==> src/logic/l2c_geom_pkg.sv <==
`default_nettype none

package l2c_geom_pkg;

  localparam int NUM_SETS       = 64;
  localparam int NUM_WAYS       = 4;
  localparam int WORDS_PER_LINE = 4;
  localparam int WORD_W         = 32;

  typedef logic [$clog2(NUM_SETS)-1:0]       index_t;
  typedef logic [7:0]                        tag_t;
  typedef logic [$clog2(WORDS_PER_LINE)-1:0] offset_t;
  typedef logic [15:0]                       addr_t;   // tag, index, offset
  typedef logic [$clog2(NUM_WAYS)-1:0]       way_t;
  typedef logic [1:0]                        age_t;    // 0 is newest
  typedef logic [WORD_W-1:0]                 word_t;
  typedef logic [WORD_W/8-1:0]               byte_en_t;
  typedef logic [WORDS_PER_LINE*WORD_W-1:0]  line_t;   // word n in lane n

  function automatic tag_t addr_tag(addr_t a);
    return a[$bits(offset_t)+$bits(index_t) +: $bits(tag_t)];
  endfunction

  function automatic index_t addr_index(addr_t a);
    return a[$bits(offset_t) +: $bits(index_t)];
  endfunction

  function automatic offset_t addr_offset(addr_t a);
    return a[$bits(offset_t)-1:0];
  endfunction

endpackage

`default_nettype wire

==> src/logic/l2c_txn_pkg.sv <==
`default_nettype none

package l2c_txn_pkg;

  // request kinds seen by the cache
  typedef enum logic [1:0] {
    op_read   = 2'd0,
    op_write  = 2'd1,
    op_insert = 2'd2
  } l2c_op_e;

  // credits held by either side of the port
  typedef logic [3:0] credit_t;

endpackage

`default_nettype wire

==> src/logic/l2c_ifs.sv <==
`timescale 1ns/1ns
`default_nettype none

// issued request, queue to tag stage
interface l2c_req_if;
  import l2c_geom_pkg::*;
  import l2c_txn_pkg::*;

  logic     valid;
  l2c_op_e  op;
  addr_t    addr;
  line_t    wdata;
  byte_en_t byte_en;

  modport src (output valid, op, addr, wdata, byte_en);
  modport snk (input valid, op, addr, wdata, byte_en);
endinterface

// resolved access, tag stage to data banks
interface l2c_access_if;
  import l2c_geom_pkg::*;
  import l2c_txn_pkg::*;

  logic     valid;
  l2c_op_e  op;
  logic     hit;
  way_t     way;
  index_t   index;
  offset_t  offset;
  line_t    wdata;
  byte_en_t byte_en;

  modport src (output valid, op, hit, way, index, offset, wdata, byte_en);
  modport snk (input valid, op, hit, way, index, offset, wdata, byte_en);
endinterface


`default_nettype wire

==> src/logic/l2c_tag_lru.sv <==
`timescale 1ns/1ns
`default_nettype none

module l2c_tag_lru (
  input  logic          clk,
  input  logic          rst,
  l2c_req_if.snk        req,
  output logic          ready,
  l2c_access_if.src     acc
);
  import l2c_geom_pkg::*;
  import l2c_txn_pkg::*;

  typedef enum logic {
    init_sweep,
    running
  } state_e;

  state_e state;
  index_t sweep_idx;

  tag_t [NUM_WAYS-1:0] tag_arr [NUM_SETS];
  logic [NUM_WAYS-1:0] vld_arr [NUM_SETS];
  age_t [NUM_WAYS-1:0] age_arr [NUM_SETS];

  // second stage, arrays already read
  logic     s2_valid;
  l2c_op_e  s2_op;
  tag_t     s2_tag;
  index_t   s2_index;
  offset_t  s2_offset;
  line_t    s2_wdata;
  byte_en_t s2_byte_en;
  tag_t [NUM_WAYS-1:0] s2_tags;
  logic [NUM_WAYS-1:0] s2_vld;
  age_t [NUM_WAYS-1:0] s2_ages;

  logic [NUM_WAYS-1:0] match;
  logic                hit;
  way_t                hit_way;
  way_t                victim;
  way_t                way;
  logic                update;
  tag_t [NUM_WAYS-1:0] new_tags;
  logic [NUM_WAYS-1:0] new_vld;
  age_t [NUM_WAYS-1:0] new_ages;
  age_t [NUM_WAYS-1:0] way_order;

  assign ready = (state == running);

  always_comb begin
    match   = '0;
    hit_way = '0;
    for (int w = 0; w < NUM_WAYS; w++) begin
      if (s2_vld[w] && s2_tags[w] == s2_tag) begin
        match[w] = 1'b1;
        hit_way  = way_t'(w);
      end
    end
  end

  assign hit = |match;

  // lowest invalid way first, else the oldest one
  always_comb begin
    victim = '0;
    for (int w = NUM_WAYS - 1; w >= 0; w--) begin
      if (s2_ages[w] == age_t'(NUM_WAYS - 1)) victim = way_t'(w);
    end
    for (int w = NUM_WAYS - 1; w >= 0; w--) begin
      if (!s2_vld[w]) victim = way_t'(w);
    end
  end

  assign way    = hit ? hit_way : victim;
  assign update = s2_valid && (hit || s2_op == op_insert);  // misses leave the set alone

  always_comb begin
    new_tags = s2_tags;
    new_vld  = s2_vld;
    new_ages = s2_ages;
    if (update) begin
      for (int w = 0; w < NUM_WAYS; w++) begin
        if (s2_ages[w] < s2_ages[way]) new_ages[w] = s2_ages[w] + age_t'(1);
      end
      new_ages[way] = '0;
      if (s2_op == op_insert) begin
        new_tags[way] = s2_tag;
        new_vld[way]  = 1'b1;
      end
    end
  end

  // swept sets restart with ages in way order, so they stay a permutation
  always_comb begin
    for (int w = 0; w < NUM_WAYS; w++) way_order[w] = age_t'(w);
  end

  always_ff @(posedge clk) begin
    if (rst) begin
      state     <= init_sweep;
      sweep_idx <= '0;
      s2_valid  <= 1'b0;
    end else begin
      s2_valid <= req.valid;
      case (state)
        init_sweep: begin
          sweep_idx <= sweep_idx + index_t'(1);
          if (sweep_idx == index_t'(NUM_SETS - 1)) state <= running;
        end
        default: state <= running;
      endcase
    end
  end

  always_ff @(posedge clk) begin
    if (state == init_sweep) begin
      vld_arr[sweep_idx] <= '0;
      age_arr[sweep_idx] <= way_order;
    end else if (update) begin
      tag_arr[s2_index] <= new_tags;
      vld_arr[s2_index] <= new_vld;
      age_arr[s2_index] <= new_ages;
    end
  end

  always_ff @(posedge clk) begin
    s2_op      <= req.op;
    s2_tag     <= addr_tag(req.addr);
    s2_index   <= addr_index(req.addr);
    s2_offset  <= addr_offset(req.addr);
    s2_wdata   <= req.wdata;
    s2_byte_en <= req.byte_en;
    if (s2_valid && s2_index == addr_index(req.addr)) begin  // same set, take update
      s2_tags <= new_tags;
      s2_vld  <= new_vld;
      s2_ages <= new_ages;
    end else begin
      s2_tags <= tag_arr[addr_index(req.addr)];
      s2_vld  <= vld_arr[addr_index(req.addr)];
      s2_ages <= age_arr[addr_index(req.addr)];
    end
  end

  assign acc.valid   = s2_valid;
  assign acc.op      = s2_op;
  assign acc.hit     = hit;
  assign acc.way     = way;
  assign acc.index   = s2_index;
  assign acc.offset  = s2_offset;
  assign acc.wdata   = s2_wdata;
  assign acc.byte_en = s2_byte_en;

endmodule

`default_nettype wire

==> src/flat_wrapper.sv <==
// flat-port wrapper written by rule: the top's interface ports become plain ports
module l2c_tag_lru_flat import l2c_geom_pkg::*; import l2c_txn_pkg::*;
  (clk, rst, ready, req_valid, req_op, req_addr, req_wdata, req_byte_en, acc_valid, acc_op, acc_hit, acc_way, acc_index, acc_offset, acc_wdata, acc_byte_en);
  l2c_req_if req_i ();
  l2c_access_if acc_i ();
  input  logic clk;
  input  logic rst;
  output logic ready;
  input wire logic [$bits(req_i.valid)-1:0] req_valid;
  input wire logic [$bits(req_i.op)-1:0] req_op;
  input wire logic [$bits(req_i.addr)-1:0] req_addr;
  input wire logic [$bits(req_i.wdata)-1:0] req_wdata;
  input wire logic [$bits(req_i.byte_en)-1:0] req_byte_en;
  output wire logic [$bits(acc_i.valid)-1:0] acc_valid;
  output wire logic [$bits(acc_i.op)-1:0] acc_op;
  output wire logic [$bits(acc_i.hit)-1:0] acc_hit;
  output wire logic [$bits(acc_i.way)-1:0] acc_way;
  output wire logic [$bits(acc_i.index)-1:0] acc_index;
  output wire logic [$bits(acc_i.offset)-1:0] acc_offset;
  output wire logic [$bits(acc_i.wdata)-1:0] acc_wdata;
  output wire logic [$bits(acc_i.byte_en)-1:0] acc_byte_en;
  assign req_i.valid = req_valid;
  assign req_i.op = req_op;
  assign req_i.addr = req_addr;
  assign req_i.wdata = req_wdata;
  assign req_i.byte_en = req_byte_en;
  assign acc_valid = acc_i.valid;
  assign acc_op = acc_i.op;
  assign acc_hit = acc_i.hit;
  assign acc_way = acc_i.way;
  assign acc_index = acc_i.index;
  assign acc_offset = acc_i.offset;
  assign acc_wdata = acc_i.wdata;
  assign acc_byte_en = acc_i.byte_en;
  l2c_tag_lru u_core (.clk(clk), .rst(rst), .req(req_i), .ready(ready), .acc(acc_i));
endmodule
==> config.mk <==
export PLATFORM = sky130hd
export DESIGN_NAME = l2c_tag_lru_flat
export DESIGN_NICKNAME = d
export VERILOG_FILES = /design/src/logic/l2c_geom_pkg.sv /design/src/logic/l2c_txn_pkg.sv /design/src/logic/l2c_ifs.sv /design/src/logic/l2c_tag_lru.sv /design/src/flat_wrapper.sv
export SDC_FILE = /design/constraint.sdc
export NUM_CORES = 2
export LEC_CHECK = 0
export ABC_CLOCK_PERIOD_IN_PS = 14500
export BUFFER_PORTS_ARGS = -buffer_cell sky130_fd_sc_hd__buf_2
export CORE_ASPECT_RATIO = 2
export CORE_MARGIN = 5
export CORE_UTILIZATION = 28
export DETAILED_ROUTE_END_ITERATION = 7
export GPL_TIMING_DRIVEN = 0
export PLACE_DENSITY = 0.42
export SLEW_MARGIN = 20
export SYNTH_ARGS = -nofsm -noshare
export SYNTH_HDL_FRONTEND = slang
export SYNTH_SLANG_ARGS = --single-unit
export TNS_END_PERCENT = 1
==> constraint.sdc <==
create_clock -name clk -period 14.5 [get_ports clk]
set_input_delay 2.9 -clock clk [delete_from_list [all_inputs] [get_ports clk]]
set_output_delay 2.9 -clock clk [all_outputs]
set_load 0.1 [all_outputs]
==> results.cfg <==
[detailed_routing]
ant_nets = 0
vias = 53900
first_pass_iters = 8
totalWireLength_mm = 389
drt_iter0_drc = 4916
drcViolationCount = 0
routedWlPerCell_um = 34.9
viasPerCell = 4.83

[sta]
worst_slack_ns = 7.11
drv_slew = 0
final_hold_viol_count = 0
layout_min_cycle_time_ns = 7.39
relSlewSlack_pct = 11.8
tightest_slew_ns = 1.29
skew_ns = 0.0596
fmax_ghz = 0.135
rsz0062_at_grt = no
fin_setup_tns_ns = 0
finalSetupViolations = 0
timing.final.crit_share_pct = 51.0
worst_hold_slack_ns = 0.563

[synthesis]
synth_top_area_cell = edfxtp_1
synth_fp_nets = 4861
yosys-top-cells-count = edfxtp_1 (2816), mux4_2 (919), dfxtp_1 (202), nor2_1 (170), clkbuf_1 (113)
synth.area.top_cells = edfxtp_1 (74%), mux4_2 (18%), dfxtp_1 (3.6%)
syn_avg_cell_area_um2 = 24.2
synth_edf_count = 2816
synth_warnings = 0
netlist_instances = 4699
ys.flop_type = edfxtp_1
ys_ff_latch = 3018
synth_seq_area_share_pct = 77.9
yosysMostFrequentCell = edfxtp_1
async_reset_ff_share_pct = 0
ys_types = 58
synth_top_area_share_pct = 74.3
syn-cell-area_um2 = 114000

[floorplan]
die_width_um = 461
ios = 300
die_area_um2 = 420000
die_h_um = 911
coreArea_um2 = 405000
fp-row-count = 331
start_util_pct = 28.1

[clock_tree]
holdBufCountCts = 0
clockBufferDepth = 4
root_buffer = clkbuf_16
post_cts_buffers = 0
clkSlewWorstSetupHoldPaths_ns = 0.06
htree_levels = 5
clk_latency_ns = 0.93
cts_buffers = 278
clock_sinks = 3018
cts_tree = yes
post_cts_resize_count = 0

[global_routing]
gr-usage-all-layers_pct = 18.2
antenna_found_initial = 45
grt_pass1_vias = 57300
grt_max_degree = 66
grt-ovfl-total = 0
grt_pass1_wl_mm = 518

[setup_path]
max_stage_delay_ns = 1.00
start_kind = primary input
worstPathArrival_ns = 8.16
critPathRequiredTime_ns = 15.27
reg2reg_slack_ns = 8.83
critPathKind = primary input to register
worst-path-max-fanout = 10
crit_path_end_kind = register
crit_chain = buf_2, buf_2, clkbuf_1, clkbuf_2, clkbuf_1, mux4_2, mux4_2, mux2i_1, nand2_1, o211ai_1, o21ai_0
r2r_cells = 19
crit_slowest_cell = mux2i_1

[status]
status = finished, final reports clean

[finish]
drive_gt1_share_pct = 38.8
fillers = 37900
syn_to_final_growth_pct = 20.0
seqCellArea_um2 = 88600
final_util_pct = 33.7
multiInputGateArea_um2 = 25000
fin_area_um2 = 136000
fin_cells = 11200
fin_nets = 5676

[placement]
hpwl_mm = 279
port_buffers = 298
detailed_place.area_um2 = 128000
place.gp.congestion = 0.817
dp_cells = 10600
pre_cts_ws_ns = 6.20

[worst_hold_path]
whs_path_depth = 2
hp-class = register to register

[job]
drv_cap = 0

[pwr]
p_per_area_nw_per_um2 = 136
p_leak_nw = 41.5
fin_total_pwr_mw = 18.5
peakVddDrop_mv = 0.0947
-- cell type report --
class                   instances  area share [%]
clock inverters               123           0.769
repair buffers                535            4.47
flip-flops and latches       3018            64.9
diodes                        115           0.211
multi-input cells            1426            18.3
plain buffers                 242           0.897
well taps                    5328            4.88
clock buffers                 358            5.52
inverters                      13          0.0358
-- critical path: cells and delay by family --
kind / cells / cell delay, ns
simple gates: 1 / 0.13
buf+inv: 5 / 2.91
mux: 3 / 1.85
compound gates: 2 / 0.34
-- cell usage in the layout (no fill, tap or decap), types with 7 or more instances in the layout --
cell        count
buf_12        109
a21oi_1        12
ha_1            9
clkbuf_2       40
nand4_1        12
mux2i_1         8
xnor2_1        29
diode_2       115
nor2_2         46
clkinv_2       33
buf_6          52
buf_4          41
nor2b_1         8
inv_6           9
nand2_1        36
nor2_4         89
edfxtp_1     2816
nor3_1          8
bufinv_16      15
clkbuf_16     288
or3_1           7
buf_16         61
mux4_2        919
a31oi_1         7
mux2_4         32
buf_2         372
dfxtp_1       202
buf_1          17
xor2_1         13
mux2_2         39
nand3_1        17
clkinv_1       49
buf_8          11
clkinvlp_4     10
o21ai_0        14
nor2_1         38
inv_1          12
clkbuf_1      138
-- where the power goes --
group | internal [mW] | leakage, nW | switching [mW]
sequential | 9.73 | 26.6 | 0.0278
combinational | 0.417 | 10.8 | 1.07
clock | 3.95 | 4.17 | 3.35
-- metal layers --
| layer | global-route usage, % | wire length (um) | part of all wire, % |
|---|---|---|---|
| met4 | 10.1 | 25200 | 6.5 |
| met3 | 2.39 | 15500 | 4.0 |
| met2 | 36.8 | 229000 | 59 |
| met5 | 0 | 135 | 0.035 |
| met1 | 17.0 | 120000 | 31 |
-- final timing paths --
path	from	to
worst max-delay path	req_addr[3]	u_core.s2_vld[2]$_DFF_P_
worst min-delay path	u_core.sweep_idx[5]$_SDFFE_PP0N_	u_core.sweep_idx[5]$_SDFFE_PP0N_
worst max register to register	u_core.s2_tag[5]$_DFF_P_	u_core.age_arr[62][4]$_DFFE_PP_
worst min register to register	u_core.sweep_idx[5]$_SDFFE_PP0N_	u_core.sweep_idx[5]$_SDFFE_PP0N_
-- kinds of logic after synthesis --
kind of cell,synth area share [%]
multiplexers,19.0
XOR/XNOR,0.323
buffers and inverters,1.06
adder cells (fa/ha/maj),0.0990
flip-flops,77.9
AND/OR/NAND/NOR,1.20
AO/OA/AOI/OAI,0.446
-- flip-flops by register name, summed over array words and instances, names as in the netlist --
| register | flops |
|---|---|
| u_core.acc.valid | 1 |
| u_core.sweep_idx | 6 |
| u_core.s2_ages | 8 |
| u_core.s2_vld | 4 |
| u_core.s2_tag | 8 |
| u_core.acc.op | 2 |
| u_core.acc.byte_en | 4 |
| u_core.acc.wdata | 128 |
| u_core.vld_arr | 256 |
| u_core.tag_arr | 2048 |
| u_core.age_arr | 512 |
| u_core.acc.offset | 2 |
| u_core.acc.index | 6 |
| u_core.ready | 1 |
| u_core.s2_tags | 32 |
Note: power is estimated with default switching activity, not from simulation.
