[src/logic/l2c_geom_pkg.sv]
`default_nettype none

package l2c_geom_pkg;

  localparam int NUM_SETS       = 64;
  localparam int NUM_WAYS       = 4;
  localparam int WORDS_PER_LINE = 4;
  localparam int WORD_W         = 32;

  typedef logic [$clog2(NUM_SETS)-1:0]       index_t;
  typedef logic [7:0]                        tag_t;
  typedef logic [$clog2(WORDS_PER_LINE)-1:0] offset_t;
  typedef logic [15:0]                       addr_t;   // tag, index, offset
  typedef logic [$clog2(NUM_WAYS)-1:0]       way_t;
  typedef logic [1:0]                        age_t;    // 0 is newest
  typedef logic [WORD_W-1:0]                 word_t;
  typedef logic [WORD_W/8-1:0]               byte_en_t;
  typedef logic [WORDS_PER_LINE*WORD_W-1:0]  line_t;   // word n in lane n

  function automatic tag_t addr_tag(addr_t a);
    return a[$bits(offset_t)+$bits(index_t) +: $bits(tag_t)];
  endfunction

  function automatic index_t addr_index(addr_t a);
    return a[$bits(offset_t) +: $bits(index_t)];
  endfunction

  function automatic offset_t addr_offset(addr_t a);
    return a[$bits(offset_t)-1:0];
  endfunction

endpackage

`default_nettype wire

[src/logic/l2c_txn_pkg.sv]
`default_nettype none

package l2c_txn_pkg;

  // request kinds seen by the cache
  typedef enum logic [1:0] {
    op_read   = 2'd0,
    op_write  = 2'd1,
    op_insert = 2'd2
  } l2c_op_e;

  // credits held by either side of the port
  typedef logic [3:0] credit_t;

endpackage

`default_nettype wire

[src/logic/l2c_ifs.sv]
`timescale 1ns/1ns
`default_nettype none


// result, data banks to response side
interface l2c_result_if;
  import l2c_geom_pkg::*;
  import l2c_txn_pkg::*;

  logic    valid;
  l2c_op_e op;
  logic    hit;
  word_t   rdata;

  modport src (output valid, op, hit, rdata);
  modport snk (input valid, op, hit, rdata);
endinterface

`default_nettype wire

[src/logic/l2c_rsp_stage.sv]
`timescale 1ns/1ns
`default_nettype none

module l2c_rsp_stage #(
  parameter int RSP_CREDITS = 4
) (
  input  logic                   clk,
  input  logic                   rst,
  input  logic                   rsp_credit,
  l2c_result_if.snk              res,
  input  logic                   issue,
  output logic                   issue_ok,
  output logic                   rsp_valid,
  output l2c_txn_pkg::l2c_op_e   rsp_op,
  output logic                   rsp_hit,
  output l2c_geom_pkg::word_t    rsp_rdata
);
  import l2c_txn_pkg::*;

  credit_t credits;

  // a credit is taken at issue, so a response always has a slot
  always_ff @(posedge clk) begin
    if (rst) begin
      credits <= credit_t'(RSP_CREDITS);
    end else begin
      credits <= credits - credit_t'(issue) + credit_t'(rsp_credit);
    end
  end

  assign issue_ok = (credits != '0);

  always_ff @(posedge clk) begin
    if (rst) begin
      rsp_valid <= 1'b0;
    end else begin
      rsp_valid <= res.valid;
    end
  end

  always_ff @(posedge clk) begin
    rsp_op    <= res.op;
    rsp_hit   <= res.hit;
    rsp_rdata <= res.rdata;
  end

endmodule

`default_nettype wire

[src/flat_wrapper.sv]
// flat-port wrapper written by rule: the top's interface ports become plain ports
module l2c_rsp_stage_flat import l2c_txn_pkg::*;
#(
  parameter int RSP_CREDITS = 4
)
  (clk, rst, rsp_credit, issue, issue_ok, rsp_valid, rsp_op, rsp_hit, rsp_rdata, res_valid, res_op, res_hit, res_rdata);
  l2c_result_if res_i ();
  input  logic clk;
  input  logic rst;
  input  logic rsp_credit;
  input  logic issue;
  output logic issue_ok;
  output logic rsp_valid;
  output l2c_txn_pkg::l2c_op_e rsp_op;
  output logic rsp_hit;
  output l2c_geom_pkg::word_t rsp_rdata;
  input wire logic [$bits(res_i.valid)-1:0] res_valid;
  input wire logic [$bits(res_i.op)-1:0] res_op;
  input wire logic [$bits(res_i.hit)-1:0] res_hit;
  input wire logic [$bits(res_i.rdata)-1:0] res_rdata;
  assign res_i.valid = res_valid;
  assign res_i.op = res_op;
  assign res_i.hit = res_hit;
  assign res_i.rdata = res_rdata;
  l2c_rsp_stage #(.RSP_CREDITS(RSP_CREDITS)) u_core (.clk(clk), .rst(rst), .rsp_credit(rsp_credit), .res(res_i), .issue(issue), .issue_ok(issue_ok), .rsp_valid(rsp_valid), .rsp_op(rsp_op), .rsp_hit(rsp_hit), .rsp_rdata(rsp_rdata));
endmodule
[config.mk]
export PLATFORM = sky130hd
export DESIGN_NAME = l2c_rsp_stage_flat
export DESIGN_NICKNAME = d
export VERILOG_FILES = /design/src/logic/l2c_geom_pkg.sv /design/src/logic/l2c_txn_pkg.sv /design/src/logic/l2c_ifs.sv /design/src/logic/l2c_rsp_stage.sv /design/src/flat_wrapper.sv
export SDC_FILE = /design/constraint.sdc
export NUM_CORES = 1
export LEC_CHECK = 0
export BUFFER_PORTS_ARGS = -buffer_cell sky130_fd_sc_hd__buf_2
export CELL_PAD_IN_SITES_DETAIL_PLACEMENT = 0
export CELL_PAD_IN_SITES_GLOBAL_PLACEMENT = 1
export CORE_MARGIN = 2
export CORE_UTILIZATION = 24
export DETAILED_ROUTE_END_ITERATION = 8
export GPL_TIMING_DRIVEN = 0
export PLACE_DENSITY_LB_ADDON = 0.1
export SYNTH_ARGS = -nofsm -noshare
export SYNTH_HDL_FRONTEND = slang
export SYNTH_SLANG_ARGS = --single-unit
[constraint.sdc]
create_clock -name clk -period 1.43 [get_ports clk]
set_input_delay 0.143 -clock clk [delete_from_list [all_inputs] [get_ports clk]]
set_output_delay 0.143 -clock clk [all_outputs]
set_load 0.01 [all_outputs]
==> impl_metrics.env, run 1 <==
export IMPL_drt_iter0_markers=12
export IMPL_yosysTopAreaCell="dfxtp_1"
export IMPL_cts_max_path_buffers=2
export IMPL_routed_wl_um=2460
export IMPL_start_kind="flop"
export IMPL_criticalPathCategory="flop to flop"
export IMPL_slew_headroom_pct=88.2
export IMPL_max_vdd_ir_drop_mv=0.481
export IMPL_hold_depth=2
export IMPL_p_leak_nw=0.952
export IMPL_clock_skew_ps=1.46
export IMPL_timing_hold_violations_final=0
export IMPL_finalSetupViolCount=2
export IMPL_start_util_pct=24.8
export IMPL_io_buffers=76
export IMPL_grt_overflow_total=0
export IMPL_r2r_start="u_core.credits[0]$_SDFF_PP0_"
export IMPL_reg2regPathDepth=7
export IMPL_grt_usage_pct=10.4
export IMPL_pre_cts_slack_ps=-104
export IMPL_drv_cap=0
export IMPL_synth_cells=65
export IMPL_finish_instance_area_um2=1960
export IMPL_crit_required_ps=1620
export IMPL_layout_drive_gt1_share_pct=51.9
export IMPL_area_growth_pct=99.0
export IMPL_drt_first_pass_iters=2
export IMPL_num_io_pins=77
export IMPL_dp_hpwl_um=1590
export IMPL_layout_min_cycle_time_ps=1470
export IMPL_violations="negative setup slack"
export IMPL_cts_sinks=40
export IMPL_std_cell_rows=23
export IMPL_syn_area_um2=985
export IMPL_max_freq_mhz=683
export IMPL_coreArea_um2=3970
export IMPL_power_density_nw_per_um2=1360
export IMPL_final_nets=232
export IMPL_synth_top_area_share_pct=81.3
export IMPL_cts_htree_levels=2
export IMPL_yosys_top_cells_area="dfxtp_1, ha_1, inv_1"
export IMPL_ys_warn_count=0
export IMPL_fill_cells=367
export IMPL_reg2reg_to="u_core.credits[1]$_SDFF_PP0_"
export IMPL_avgViaCountPerCell=3.70
export IMPL_post_drt_wl_per_cell_um=10.4
export IMPL_r2r_slack_ps=-40
export IMPL_setup_slack_ps=-35.1
export IMPL_grt_pass1_wl_um=3290
export IMPL_hold_start="res_valid"
export IMPL_critical_path_peak_fanout=2
export IMPL_slowest_delay_ps=510
export IMPL_clkTransAtPathRegs_ps=70
export IMPL_die_w_um=68.1
export IMPL_diodes=0
export IMPL_drc=0
export IMPL_crit_chain="inv_2, ha_4, inv_4, ha_4, inv_2, fa_2, nor2_1"
export IMPL_fin_util_pct=49.3
export IMPL_fin_setup_tns_ps=-53.5
export IMPL_drv_slew=0
export IMPL_grt_max_degree=14
export IMPL_cp_end_kind="flop"
export IMPL_vias=876
export IMPL_antenna_left=0
export IMPL_worstSetupStartpoint="u_core.credits[0]$_SDFF_PP0_"
export IMPL_period_share_pct=102
export IMPL_antenna_found_initial=0
export IMPL_cts_root_buf="clkbuf_8"
export IMPL_die_h_um=68.1
export IMPL_ys_seq_area_share_pct=81.3
export IMPL_cts_buffers=5
export IMPL_gp_congestion=0.758
export IMPL_hold_end="u_core.rsp_valid$_SDFF_PP0_"
export IMPL_ys_types=13
export IMPL_grt_pass1_vias=783
export IMPL_status="finished, violations left"
export IMPL_crit_arrival_ps=1650
export IMPL_worst_pin_slew_ps=176
export IMPL_dieArea_um2=4630
export IMPL_syn_avg_cell_area_um2=15.1
export IMPL_syn_num_nets=111
export IMPL_hold_path_class="input pin to flop"
export IMPL_rsz0062_at_grt="true"
export IMPL_synth_seq_cells=40
export IMPL_place_area_um2=1430
export IMPL_crit_path_top_delay_cell="fa_2"
export IMPL_worstSkewPairLatency_ps=280
export IMPL_cts_tree="built"
==> cell usage in the layout (no fill, tap or decap), drive strengths merged <==
| master | n |
|---|---|
| clkinvlp | 1 |
| fa | 1 |
| and2b | 1 |
| clkinv | 1 |
| nor2 | 2 |
| clkbuf | 5 |
| nand2b | 2 |
| dlygate4sd3 | 35 |
| xor2 | 1 |
| a21oi | 2 |
| buf | 79 |
| nand3 | 2 |
| bufinv | 1 |
| inv | 7 |
| a31o | 1 |
| nor2b | 1 |
| dfxtp | 40 |
| ha | 5 |
==> where the power goes <==
part,switching [mW],internal (mW)
Sequential,0.0281,1.21
Combinational,0.242,0.294
Clock,0.379,0.516
Total,0.650,2.02
==> layer usage <==
metal,share of wire (%),vias up,track usage [%]
met2,51,43,16.9
met3,11,4,5.59
met4,1.7,0,6.75
met1,36,387,10.2
met5,0,-,0
li1,-,442,-
==> Yosys cell counts <==
master    count
ha_1          5
a21oi_2       1
nand2b_1      2
nor2b_1       1
a21oi_1       1
nand3_1       2
and2b_1       1
xor2_1        1
fa_1          1
dfxtp_1      40
a31o_1        1
inv_1         7
nor2_1        2
==> cell families (layout without fill, tap and decap cells) <==
group,count (synthesis),after routing,synth area share (%)
AO/OA/AOI/OAI,3,3,2.29
XOR/XNOR,1,1,0.890
adder cells (fa/ha/maj),6,6,8.39
buffers and inverters,7,129,2.67
flip-flops,40,40,81.3
AND/OR/NAND/NOR,8,8,4.45
==> flip-flops by register name, indices dropped and copies added, names as in the netlist <==
signal            cells
u_core.credits        4
u_core.rsp_hit        1
u_core.rsp_op         2
u_core.rsp_rdata     32
u_core.rsp_valid      1
==> timing repair <==
item / 4_1_cts / 5_1_grt
gates cloned: 0 / 0
setup endpoints to repair: 2 / 3
resized for setup: 2 / 9
setup buffers: 2 / 2
hold endpoints to repair: 35 / 0
hold buffers: 35 / 0
pin swaps: 1 / 2
==> final cells by class <==
class	count	area, um^2	share of cell area, %
sequential	40	802	40.9
timing repair buffer	114	753	38.4
multi-input combinational	18	201	10.3
clock buffer	5	68.8	3.51
tap	50	62.6	3.19
clock inverter	3	42.5	2.17
inverter	7	28.8	1.47
==> critical path, delay by kind of cell, from the launching register on <==
family        cells  cell delay [ps]
flops             1              320
fa+ha+maj         3              880
simple gates      1               40
buf+inv           3              120
==> worst max path at each step <==
stage / end / slack [ps] / cells after the start
floorplan: u_core.credits[1]$_SDFF_PP0_ / -40 / 7
global route: u_core.credits[1]$_SDFF_PP0_ / -90 / 7
CTS: u_core.credits[1]$_SDFF_PP0_ / -100 / 7
finish: u_core.credits[1]$_SDFF_PP0_ / -40 / 7
detailed placement: u_core.credits[2]$_SDFF_PP1_ / -100 / 8
global placement: u_core.credits[2]$_SDFF_PP1_ / -110 / 8
==> per-stage QoR <==
stage | power [mW] | hold WS (ps) | instances
4_1_cts | 2.65 | 43.6 | 236
5_1_grt | 2.83 | 45.3 | 237
2_1_floorplan | 1.50 | 171 | 65
3_3_place_gp | 1.64 | 245 | 191
3_5_place_dp | 1.64 | 247 | 191
6_report | 2.67 | 61.2 | 237
No activity file was read; power rests on OpenSTA's default activity.
==> inputs of run 2 (changes only) <==
--- a/config.mk
+++ b/config.mk
@@ -5,14 +5,15 @@
 export SDC_FILE = /design/constraint.sdc
 export NUM_CORES = 1
 export LEC_CHECK = 0
-export BUFFER_PORTS_ARGS = -buffer_cell sky130_fd_sc_hd__buf_2
 export CELL_PAD_IN_SITES_DETAIL_PLACEMENT = 0
 export CELL_PAD_IN_SITES_GLOBAL_PLACEMENT = 1
 export CORE_MARGIN = 2
-export CORE_UTILIZATION = 24
+export CORE_UTILIZATION = 37
+export CTS_CLUSTER_DIAMETER = 40
 export DETAILED_ROUTE_END_ITERATION = 8
+export DONT_BUFFER_PORTS = 1
 export GPL_TIMING_DRIVEN = 0
-export PLACE_DENSITY_LB_ADDON = 0.1
+export PLACE_DENSITY = 0.78
 export SYNTH_ARGS = -nofsm -noshare
 export SYNTH_HDL_FRONTEND = slang
 export SYNTH_SLANG_ARGS = --single-unit
==> impl_metrics.env, run 2 (synthesis results as in run 1) <==
export IMPL_start_kind="flop"
export IMPL_hold_path_class="input pin to flop"
export IMPL_power_density_nw_per_um2=1530
export IMPL_final_nets=159
export IMPL_layout_min_cycle_time_ps=1480
export IMPL_worstSkewPairLatency_ps=330
export IMPL_met1Wirelength_um=732
export IMPL_crit_required_ps=1660
export IMPL_avgViaCountPerCell=4.47
export IMPL_grt_pass1_vias=642
export IMPL_gp_congestion=0.590
export IMPL_max_flop_register="u_core.rsp_rdata"
export IMPL_grt_usage_pct=15.4
export IMPL_cp_num_buf_inv=3
export IMPL_antenna_found_initial=0
export IMPL_slowest_delay_ps=520
export IMPL_largest_reg_flops=32
export IMPL_setup_slack_ps=-48.6
export IMPL_layout_drive_gt1_share_pct=17.5
export IMPL_start_util_pct=39.4
export IMPL_place_area_um2=1020
export IMPL_die_w_um=55.6
export IMPL_crit_arrival_ps=1710
export IMPL_period_share_pct=103
export IMPL_coreArea_um2=2500
export IMPL_clkTransAtPathRegs_ps=110
export IMPL_critical_path_peak_fanout=2
export IMPL_cts_root_buf="clkbuf_4"
export IMPL_max_vdd_ir_drop_mv=1.40
export IMPL_die_h_um=55.6
export IMPL_drv_slew=0
export IMPL_drt_first_pass_iters=2
export IMPL_fill_cells=189
export IMPL_crit_path_top_delay_cell="fa_2"
export IMPL_grt_pass1_wl_um=3360
export IMPL_routed_wl_um=2260
export IMPL_io_buffers=0
export IMPL_diodes=0
export IMPL_grt_overflow_total=0
export IMPL_num_io_pins=77
export IMPL_status="finished, violations left"
export IMPL_std_cell_rows=18
export IMPL_max_freq_mhz=676
export IMPL_cts_sinks=40
export IMPL_slew_headroom_pct=88.2
export IMPL_criticalPathCategory="flop to flop"
export IMPL_finish_instance_area_um2=1550
export IMPL_drv_cap=0
export IMPL_layout_common_cells="dfxtp_1, dlygate4sd3_1, clkbuf_4, inv_1"
export IMPL_cts_max_path_buffers=2
export IMPL_area_growth_pct=57.3
export IMPL_maxUsedRoutingLayer="met4"
export IMPL_finalPower_mw=2.38
export IMPL_grt_max_degree=14
export IMPL_drc=0
export IMPL_met2_length_um=1220
export IMPL_p_leak_nw=0.654
export IMPL_cts_htree_levels=2
export IMPL_cts_tree="built"
export IMPL_cp_end_kind="flop"
export IMPL_violations="negative setup slack"
export IMPL_worst_pin_slew_ps=177
export IMPL_rsz0062_at_grt="true"
export IMPL_crit_family="adder cells"
export IMPL_dieArea_um2=3090
export IMPL_crit_chain="inv_2, ha_4, inv_4, ha_4, inv_2, fa_2, nor2_1"
export IMPL_vias=644
export IMPL_post_drt_wl_per_cell_um=15.7
export IMPL_drt_iter0_markers=6
export IMPL_clock_skew_ps=4.80
export IMPL_timing_hold_violations_final=0
export IMPL_layout_commonest_cell="dfxtp_1"
export IMPL_dp_hpwl_um=1160
export IMPL_cts_buffers=5
export IMPL_antenna_left=0
export IMPL_reg_top3="u_core.rsp_rdata: 32 flops, u_core.credits: 4 flops, u_core.rsp_op: 2 flops"
export IMPL_finalSetupViolCount=2
export IMPL_wl_met3_um=280
==> run 2: cell count changes in the layout (fill, tap and decap cells not counted), sizes merged <==
cell and change:
dlygate4sd3 +3, buf -76
==> run 2: worst paths after layout <==
kind / startpoint / endpoint / slack (ps) / cells after the start
setup reg to reg: u_core.credits[0]$_SDFF_PP0_ / u_core.credits[1]$_SDFF_PP0_ / -50 / 7
setup / recovery: u_core.credits[0]$_SDFF_PP0_ / u_core.credits[1]$_SDFF_PP0_ / -50 / 7
hold reg to reg: u_core.credits[1]$_SDFF_PP0_ / u_core.credits[1]$_SDFF_PP0_ / 710 / 2
hold / removal: rsp_credit / u_core.credits[0]$_SDFF_PP0_ / 40 / 2
==> run 2: layer usage <==
metal	track usage, %	vias to the layer above
met5	0	-
met4	5.23	0
met3	9.30	3
met2	28.2	54
met1	13.7	289
li1	-	298
==> run 2: area by class of cell <==
| cell class | instances | area [um^2] | share of cell area (%) |
|---|---|---|---|
| well taps | 30 | 37.5 | 2.42 |
| clock inverters | 3 | 42.5 | 2.75 |
| multi-input cells | 18 | 198 | 12.8 |
| clock buffers | 5 | 37.5 | 2.42 |
| repair buffers | 41 | 403 | 26.0 |
| inverters | 7 | 28.8 | 1.86 |
| flip-flops and latches | 40 | 802 | 51.8 |
==> run 2: timing repair <==
item                                    CTS  global route
hold buffers                             37             1
endpoints found under the setup margin    2             3
cloned                                    0             0
pin swaps                                 2             3
gates resized for setup                   3             7
endpoints found under the hold margin    39             3
buffers inserted                          4             0
==> run 2: worst reg2reg max path: cells and delay by family (launching register included) <==
| family | cells | cell delay [ps] |
|---|---|---|
| adder cells (fa/ha/maj) | 3 | 890 |
| buffers and inverters | 3 | 130 |
| flip-flops | 1 | 340 |
| AND/OR/NAND/NOR | 1 | 40 |
==> run 2: report_power, final <==
| part | internal (mW) | total, mW | switching [mW] | leakage [nW] |
|---|---|---|---|---|
| clock network | 0.365 | 0.700 | 0.335 | 0.0412 |
| registers | 1.21 | 1.28 | 0.0682 | 0.337 |
| logic | 0.223 | 0.400 | 0.177 | 0.276 |
| total | 1.80 | 2.38 | 0.580 | 0.654 |
==> run 2: per-stage QoR <==
step / cells / utilization, % / TNS [ps] / worst slack, ps / hold WS (ps)
finish: 144 / 62.0 / -90.4 / -48.6 / 40.4
global route: 144 / 62.0 / -189 / -105 / 14.9
CTS: 144 / 60.5 / -190 / -96.5 / -160
detailed placement: 95 / 41.0 / -171 / -86.7 / 171
global placement: 95 / 41.0 / -149 / -79.4 / 171
floorplan: 65 / - / -70.1 / -40.0 / 171
